<file path="src/agu_replay_pkg.sv">
package agu_replay_pkg;

  // micro-op lanes arriving per cycle
  localparam int unsigned LANE_COUNT = 3;

  // lane number width
  localparam int unsigned LANE_IDX_W = 2;

  // replay ring size and its pointer width
  localparam int unsigned DEPTH = 8;
  localparam int unsigned PTR_W = 3;

  // opaque micro-op word
  localparam int unsigned MOP_W = 64;

  // occupancy that raises skip towards upstream
  localparam int unsigned STALL_COUNT = 4;

  // occupancy counter must hold DEPTH itself
  localparam int unsigned COUNT_W = 4;

  typedef logic [PTR_W-1:0] ptr_t;

  typedef logic [COUNT_W-1:0] count_t;

  // packed as address 44, lsq slot 9, register 6, size 5
  // the queue only stores and forwards it
  typedef logic [MOP_W-1:0] mop_t;

  // one bit per lane, bit k is lane k
  typedef logic [LANE_COUNT-1:0] lane_mask_t;

  typedef logic [LANE_IDX_W-1:0] lane_idx_t;

endpackage

</file>
<file path="src/replay_store_if.sv">
`timescale 1ns/100ps

interface replay_store_if import agu_replay_pkg::*; ();

  // write side, from the pointer controller
  logic       wr_en;
  ptr_t       wr_ptr;
  lane_mask_t wr_conflict;

  // head entry pointer and its valid bit
  ptr_t rd_ptr;
  logic head_valid;

  // head entry contents, each lane store drives its own slice
  wire lane_mask_t rd_conflict;
  wire mop_t       rd_mop [LANE_COUNT];

  // retire strobe for the head entry
  logic pop;

  modport ctrl (
    output wr_en,
    output wr_ptr,
    output wr_conflict,
    output rd_ptr,
    output head_valid,
    input  pop
  );

  modport lane (
    input  wr_en,
    input  wr_ptr,
    input  wr_conflict,
    input  rd_ptr,
    output rd_conflict,
    output rd_mop
  );

  modport pick (
    input  head_valid,
    input  rd_conflict,
    input  rd_mop,
    output pop
  );

endinterface

</file>
<file path="src/agu_replay_cam.sv">
`timescale 1ns/100ps

module agu_replay_cam import agu_replay_pkg::*; (
  input  logic       clk,
  input  logic       rst,
  input  lane_mask_t in_conflict,
  input  mop_t       in_mop0,
  input  mop_t       in_mop1,
  input  mop_t       in_mop2,
  input  logic       read_en,
  input  logic       rs_stall,
  input  logic       except,
  output logic       out_en,
  output mop_t       out_mop,
  output lane_idx_t  out_lane,
  output logic       skip
);

  // incoming words gathered by lane number
  mop_t lane_mop [LANE_COUNT];

  assign lane_mop[0] = in_mop0;
  assign lane_mop[1] = in_mop1;
  assign lane_mop[2] = in_mop2;

  replay_store_if st ();

  // pointers, valid bits, occupancy and skip
  replay_ctrl i_replay_ctrl (
    .clk         (clk),
    .rst         (rst),
    .in_conflict (in_conflict),
    .except      (except),
    .skip        (skip),
    .st          (st.ctrl)
  );

  // one store per lane
  for (genvar k = 0; k < LANE_COUNT; k++) begin : g_lane
    replay_lane #(
      .LANE (k)
    ) i_replay_lane (
      .clk    (clk),
      .mop_in (lane_mop[k]),
      .st     (st.lane)
    );
  end

  // lane select and replay output
  replay_pick i_replay_pick (
    .clk      (clk),
    .rst      (rst),
    .read_en  (read_en),
    .rs_stall (rs_stall),
    .except   (except),
    .out_en   (out_en),
    .out_mop  (out_mop),
    .out_lane (out_lane),
    .st       (st.pick)
  );

endmodule

</file>
<file path="src/replay_ctrl.sv">
`timescale 1ns/100ps

module replay_ctrl import agu_replay_pkg::*; (
  input  logic         clk,
  input  logic         rst,
  input  lane_mask_t   in_conflict,
  input  logic         except,
  output logic         skip,
  replay_store_if.ctrl st
);

  // one valid bit per ring entry
  logic [DEPTH-1:0] valid;

  ptr_t   wr_ptr;
  ptr_t   rd_ptr;
  count_t count;

  logic capture;
  logic retire;

  // store only when some lane conflicted
  // an exception in the same cycle drops the capture
  assign capture = (|in_conflict) && !except;

  // pop comes from the picker once the last lane is out
  assign retire = st.pop;

  assign st.wr_en       = capture;
  assign st.wr_ptr      = wr_ptr;
  assign st.wr_conflict = except ? '0 : in_conflict;
  assign st.rd_ptr      = rd_ptr;
  assign st.head_valid  = valid[rd_ptr];

  // write pointer
  always_ff @(posedge clk) begin
    if (rst) begin
      wr_ptr <= '0;
    end else if (capture) begin
      wr_ptr <= ptr_t'(wr_ptr + 1'b1);
    end
  end

  // read pointer, jumps to the write pointer on a flush
  always_ff @(posedge clk) begin
    if (rst) begin
      rd_ptr <= '0;
    end else if (except) begin
      rd_ptr <= wr_ptr;
    end else if (retire) begin
      rd_ptr <= ptr_t'(rd_ptr + 1'b1);
    end
  end

  // entry valid bits
  always_ff @(posedge clk) begin
    if (rst) begin
      valid <= '0;
    end else if (except) begin
      valid <= '0;
    end else begin
      if (retire) begin
        valid[rd_ptr] <= 1'b0;
      end
      if (capture) begin
        valid[wr_ptr] <= 1'b1;
      end
    end
  end

  // occupancy, up on capture and down on retire
  always_ff @(posedge clk) begin
    if (rst) begin
      count <= '0;
    end else if (except) begin
      count <= '0;
    end else begin
      case ({capture, retire})
        2'b10: count <= count_t'(count + 1'b1);
        2'b01: count <= count_t'(count - 1'b1);
        default: count <= count;
      endcase
    end
  end

  // skip hysteresis
  // set once STALL_COUNT entries are held, cleared only when empty
  always_ff @(posedge clk) begin
    if (rst) begin
      skip <= 1'b0;
    end else if (count >= count_t'(STALL_COUNT)) begin
      skip <= 1'b1;
    end else if (count == '0) begin
      skip <= 1'b0;
    end
  end

endmodule

</file>
<file path="src/replay_lane.sv">
`timescale 1ns/100ps

module replay_lane import agu_replay_pkg::*; #(
  parameter int unsigned LANE = 0
) (
  input  logic         clk,
  input  mop_t         mop_in,
  replay_store_if.lane st
);

  // micro-op words of this lane, one per ring entry
  mop_t mem [DEPTH];

  // stored conflict bit of this lane per entry
  logic [DEPTH-1:0] confl;

  // capture edge
  // a zero conflict bit is stored too so an old entry cannot leak through
  always_ff @(posedge clk) begin
    if (st.wr_en) begin
      mem[st.wr_ptr]   <= mop_in;
      confl[st.wr_ptr] <= st.wr_conflict[LANE];
    end
  end

  // head entry read, stale data is masked by head_valid in the picker
  assign st.rd_conflict[LANE] = confl[st.rd_ptr];
  assign st.rd_mop[LANE]      = mem[st.rd_ptr];

endmodule

</file>
<file path="src/replay_pick.sv">
`timescale 1ns/100ps

module replay_pick import agu_replay_pkg::*; (
  input  logic         clk,
  input  logic         rst,
  input  logic         read_en,
  input  logic         rs_stall,
  input  logic         except,
  output logic         out_en,
  output mop_t         out_mop,
  output lane_idx_t    out_lane,
  replay_store_if.pick st
);

  // lanes of the head entry not yet replayed
  lane_mask_t lane_mask;

  lane_mask_t pending;
  lane_mask_t sel_bit;
  lane_mask_t remain;
  lane_idx_t  sel;
  logic       found;
  logic       step;

  // conflicting lanes still waiting in the head entry
  assign pending = st.head_valid ? (st.rd_conflict & lane_mask) : '0;

  // lowest pending lane goes first
  always_comb begin
    sel   = '0;
    found = 1'b0;
    for (int k = LANE_COUNT - 1; k >= 0; k--) begin
      if (pending[k]) begin
        sel   = lane_idx_t'(k);
        found = 1'b1;
      end
    end
  end

  assign sel_bit = lane_mask_t'(1) << sel;
  assign remain  = pending & ~sel_bit;

  // one op consumed per edge with step high
  assign step = found && read_en && !rs_stall && !except;

  assign out_en   = step;
  assign out_mop  = st.rd_mop[sel];
  assign out_lane = sel;

  // retire with the last pending lane
  assign st.pop = step && (remain == '0);

  // lane mask, reopened for every new head entry
  always_ff @(posedge clk) begin
    if (rst) begin
      lane_mask <= '1;
    end else if (except || st.pop) begin
      lane_mask <= '1;
    end else if (step) begin
      lane_mask <= lane_mask & ~sel_bit;
    end
  end

endmodule

</file>
<file path="config.mk">
export PLATFORM = sky130hd
export DESIGN_NAME = agu_replay_cam
export DESIGN_NICKNAME = d
export VERILOG_FILES = /design/src/agu_replay_pkg.sv /design/src/replay_store_if.sv /design/src/agu_replay_cam.sv /design/src/replay_ctrl.sv /design/src/replay_lane.sv /design/src/replay_pick.sv
export SDC_FILE = /design/constraint.sdc
export NUM_CORES = 1
export LEC_CHECK = 0
export CAP_MARGIN = 20
export CORE_ASPECT_RATIO = 0.8
export CORE_MARGIN = 2
export CORE_UTILIZATION = 53
export CTS_CLUSTER_DIAMETER = 120
export CTS_CLUSTER_SIZE = 40
export DETAILED_ROUTE_END_ITERATION = 6
export DONT_BUFFER_PORTS = 1
export PLACE_DENSITY = 0.78
export SKIP_LAST_GASP = 1
export SLEW_MARGIN = 20
export SYNTH_ARGS = -nofsm -noshare
export SYNTH_HDL_FRONTEND = slang
export SYNTH_SLANG_ARGS = --single-unit
</file>
<file path="constraint.sdc">
create_clock -name clk -period 29.3 [get_ports clk]
set_input_delay 4.395 -clock clk [delete_from_list [all_inputs] [get_ports clk]]
set_output_delay 4.395 -clock clk [all_outputs]
set_load 0.03 [all_outputs]
</file>
; ---- Word-level counts from Yosys, hierarchy flattened
; Memory sizes are Yosys's and may differ from the RTL's. A register that Yosys moved wholly into a read port is not among the register bits.
; Cells that the tools add are included.
[totals]
ff_bits = 46
latchBits = 0
ram_bits = 1536
rom_bits = 0
n_memories = 3
[classes]
n_addsub = 4
mul = 0
div_mod_pow = 0
n_lt_le_gt_ge = 6
n_eq_ne = 2
n_shift = 1
n_mux = 43
bitwise_logic = 8
n_reduce_logical = 18
[memory_table]
columns = name, depth, width, rd, rd_clocked_by_memory_dff, wr, line_no
row1 = g_lane[0].i_replay_lane.mem, 8, 64, 1, 1, 1, replay_lane.sv:12  ; mop_t mem [DEPTH];
row2 = g_lane[1].i_replay_lane.mem, 8, 64, 1, 1, 1, replay_lane.sv:12
row3 = g_lane[2].i_replay_lane.mem, 8, 64, 1, 1, 1, replay_lane.sv:12
[ops]
columns = operator, n
row1 = $bmux W64 S2, 1
row2 = $mux W64, 2
row3 = $mux W8, 4
row4 = $mux W3, 10
row5 = $bwmux W8, 3
row6 = $mux W1, 13
row7 = $bmux W1 S3, 4
row8 = $and A3 B3 Y3, 3
row9 = $and A8 B8 Y8, 1
row10 = $lt A3 B4 Y1 const B, 2
row11 = $not A8 Y8, 1
row12 = $or A8 B8 Y8, 1
row13 = $pmux W4 S2, 1
row14 = $logic_and A1 B1 Y1, 7
row15 = $add A3 B1 Y3 const B, 2
row16 = $demux W1 S3, 2
row17 = $ge A3 B1 Y1 const B, 2
row18 = $mux W2, 3
row19 = $reduce_bool A2 Y1, 3
row20 = $add A4 B1 Y4 const B, 1
row21 = $ge A4 B3 Y1 const B, 1
row22 = $logic_not A4 Y1, 1
row23 = $reduce_or A2 Y1, 2
row24 = $sub A4 B1 Y4 const B, 1
row25 = other kinds (10), 11

; ---- Depth between registers and ports, before layout
[logic_depth]
ltp_word = 17
depth_mapped = 14
depth_no_buf = 11

; ---- Least setup slack after synthesis
; OpenSTA, ideal clock, no wires.
[synth_path]
kind = input-to-reg
startpoint = in except
endpoint = reg i_replay_ctrl.valid[1]
setup_time_ns = 0.129
arrival_ns = 19.255
required_ns = 29.171
slack_ns = 9.916
stages = 6
n_path_buf = 1
path_cell_list = clkbuf_1 -> nor2_1 -> nand2_1 -> nor3_1 -> o21ai_0 -> a41oi_1
[synth_between]
elab_chain_len = 8
word_cells_on_any_way = 10
classes_between = mux (4) / bitwise (1) / reduce/logical (5)
[synth_lines]
columns = item, line_no
row1 = start: declaration, agu_replay_cam.sv:12  ; input logic except,
row2 = $logic_not A1 Y1, "replay_ctrl.sv:24, replay_pick.sv:44"
row3 = $logic_and A1 B1 Y1, replay_pick.sv:44  ; assign step = found && read_en && !rs_stall && !except;
row4 = $logic_and A1 B1 Y1, replay_pick.sv:51  ; assign st.pop = step && (remain == '0);
row5 = $mux W8, replay_ctrl.sv:62  ; if (retire) begin
row6 = $mux W8, replay_ctrl.sv:59  ; end else if (except) begin
row7 = $mux W8, replay_ctrl.sv:57  ; if (rst) begin
row8 = $or A8 B8 Y8 (no source line), --
row9 = $mux W8, replay_ctrl.sv:65  ; if (capture) begin
row10 = end signal: assignment, replay_ctrl.sv:58  ; valid <= '0;
row11 = end signal: assignment, replay_ctrl.sv:60  ; valid <= '0;
row12 = end signal: indexed assignment, replay_ctrl.sv:66  ; valid[wr_ptr] <= 1'b1;
row13 = end: declaration, replay_ctrl.sv:13  ; logic [DEPTH-1:0] valid;
; Several ways; a longest one is shown, not always the timed one. The select of a mux whose other input is x is not followed.
; A chain may end at the register's enable or synchronous reset.

==> metrics.txt <==
GP Congestion=0.7787; final setup TNS=0 ps; Hold Crit Class=reg -> reg; max-cap viol count=0; row count=111; Die Area=roughly 120,000 µm²; Top Ports=roughly 270; root buf cell=clkbuf_16; total congestion overflow=0; first-pass GRT wire length=~180,000 µm; clock edge transition at the registers on the reported setup and hold paths=140 ps; Fin Clk Skew=approximately 55 ps; area share of the largest cell type after synthesis=0.7705; Cell Count Post-Placement=just over 4,000; Power Density=between 50 and 60 nW/µm²; R2R cell count=12; Num CTS Buffers=46; postcts setup bufs=0; fin nets=2,802; initial antenna violation count=3; Initial Util=0.5326; Post-synth top cells=edfxtp_1 (1,560), mux4_2 (391), mux2i_1 (131); # hold bufs at CTS=0; GRT Overall Usage=0.2097; initial DRC count=2,476; pre-CTS WS=19,670 ps; post-DP HPWL=~67,000 µm; share of the yosys chip area belonging to registers=0.7787; leakage=around 19 nW; drt wl/cell=between 20 and 30 µm; run status=completed; Primary FF master, synth=edfxtp_1; Worst VDD drop=~0.000057 V; Total Power Consumption=3.728 mW; Routed Wire Length=123,500 µm; CP Max Fanout=between 40 and 50; Crit. End Element=output pin; slew margin rel.=0.2631; vias per std cell=around 6.4; post-CTS sizing=0; Synth cell types=50; max-slew violations=0; min setup slack post-route=around 19,000 ps; Highest Clock Rate=99.56 MHz; Longest Clk Path Bufs=3; largest net degree at the start of global routing=approximately 140; Worst Hold Launch=i_replay_pick.lane_mask[2]; share of post-route cells with drive strength above 1=0.1979; WP data required=between 20,000 and 25,000 ps; clk sinks=around 1,600; Post-route DRC=0; Final Hold Violating Endpoints=0; Worst Hold End=i_replay_pick.lane_mask[2]; H-tree depth=2; Port Buffer Count=0; vias in the first global route=between 20,000 and 30,000; Final Cycle Share=0.3428; post-layout min period=between 10,000 and 15,000 ps; Critical Path AT=about 5700 ps; Detailed Routing Iterations Pass 1=7; Final ANT Viol Nets=0; core footprint=around 110,000 µm²; worst skew pair latency=slightly below 700 ps; RSZ-0062 raised after global routing=false; ANT cells=0; most frequent cell after synthesis=edfxtp_1; Mapped Area=around 61,000 µm²; Reg2Reg Capture Point=i_replay_ctrl.count[3]; EDFF count, synth=between 1,500 and 2,000; worst hold path depth=1; FF+latch count, synth=1,585; synth-to-layout area growth=5.159%; Async SR Flop Fraction=0; Finished Layout Cells=between 4,000 and 5,000; Setup Crit Path Kind=reg -> out; Ys Warns=0; CTS tree=done; Synth Net Count=~2,900; worst-margin pin slew=~1100 ps; final setup fails=0; Synth Instances=2,655; synth top area cells=edfxtp_1 (77%), mux4_2 (14%), mux2i_1 (2.2%); Mapped Avg Cell Area=between 20 and 25 µm²; kind of start point of the critical path=register; Die Wd=around 380 µm; fin util=0.5600; Die Span Y=about 300 µm; routed vias=26,480; reg-to-reg startpoint=i_replay_ctrl.st.rd_ptr[1]; dominant cell type by area after synthesis=edfxtp_1; R2R setup slack=around 25,000 ps
==> cell usage in the layout (no fill, tap or decap), types with 2 or more instances in the layout <==
cell type / instances
or3_1: 3
a22o_1: 2
buf_6: 2
nand2_1: 9
a2bb2oi_1: 64
nor3_1: 3
a41oi_1: 2
nand3_1: 2
mux2i_1: 131
xnor2_1: 3
o21ai_0: 12
nor2b_1: 70
xor2_1: 2
dfxtp_4: 3
and2_1: 4
mux2_2: 2
nor4_1: 3
buf_4: 44
nor4bb_1: 2
a2111oi_0: 63
a21oi_1: 80
mux4_2: 391
clkbuf_16: 49
buf_12: 6
clkbuf_1: 8
nor3_2: 2
inv_1: 8
nor2_4: 6
dfxtp_1: 22
edfxtp_1: 1560
ha_1: 5
nor4b_1: 2
nor2_1: 15
==> cell families (layout without fill, tap and decap cells) <==
group / count (synthesis) / after routing / share of synthesized area
flip-flops: 1585 / 1585 / 0.7787
AND/OR/NAND/NOR: 128 / 128 / 0.01212
multiplexers: 525 / 525 / 0.1670
AO/OA/AOI/OAI: 238 / 238 / 0.02852
buffers and inverters: 168 / 120 / 0.01154
adder cells (fa/ha/maj): 6 / 6 / 0.001358
XOR/XNOR: 5 / 5 / 0.0007204
==> layer usage <==
metal  share of wire  wire length, µm  global-route usage  vias up
li1                -                -                   -    11090
met4           0.018             2281             0.04441        0
met5               0                0                   0        -
met2            0.52            64040              0.3670      999
met3           0.092            11410             0.05479      120
met1            0.37            45800              0.2651    14270
==> critical path: stages, from the launching register on <==
cell and delay (ps):
dfxtp_4 820, buf_4 620, buf_4 830, buf_4 840, mux4_2 580, nor2b_1 150, a2111oi_0 560, a21oi_1 120
a2bb2oi_1 320
==> power breakdown <==
part / internal [mW] / leakage (nW) / switching, mW / total, mW
Sequential: 2.53 / 14.4 / 0.0154 / 2.55
Clock: 0.312 / 0.634 / 0.600 / 0.911
Combinational: 0.105 / 3.51 / 0.161 / 0.267
Total: 2.95 / 18.5 / 0.776 / 3.73
==> worst max-delay path by stage <==
stage / startpoint / to / slack (ps) / cells past startpoint
finish: register / out_mop[20] / 19260 / 8
global route: register / out_mop[17] / 18710 / 8
CTS: register / out_mop[20] / 19040 / 8
detailed placement: except / out_en / 19670 / 3
global placement: except / out_en / 19680 / 3
floorplan: except / i_replay_ctrl.valid[1] / 9920 / 6
==> flip-flops by register name (all words and copies together), names as in the netlist, named ones only <==
signal                      cells
i_replay_ctrl.st.wr_ptr         3
i_replay_ctrl.skip              1
i_replay_ctrl.valid             8
i_replay_ctrl.st.rd_ptr         3
g_lane.i_replay_lane.mem     1536
g_lane.i_replay_lane.confl     24
i_replay_pick.lane_mask         3
i_replay_ctrl.count             4
==> per-stage QoR <==
stage | hold slack, ps | area [µm²]
finish | 479.1 | 63940
global route | 499.6 | 63940
CTS | 481.2 | 63910
detailed placement | 443.9 | 62600
global placement | 451.8 | 62570
floorplan | 422.4 | 60800
==> cell type report <==
cell class              instances  area [µm²]
multi-input cells             902       12830
inverters                       8       30.03
flip-flops and latches       1585       47360
clock inverters                 2       50.05
fillers                      8044       50230
repair buffers                 53       500.5
clock buffers                  57        1256
well taps                    1525        1908
Power figures use the tool's default switching activity.
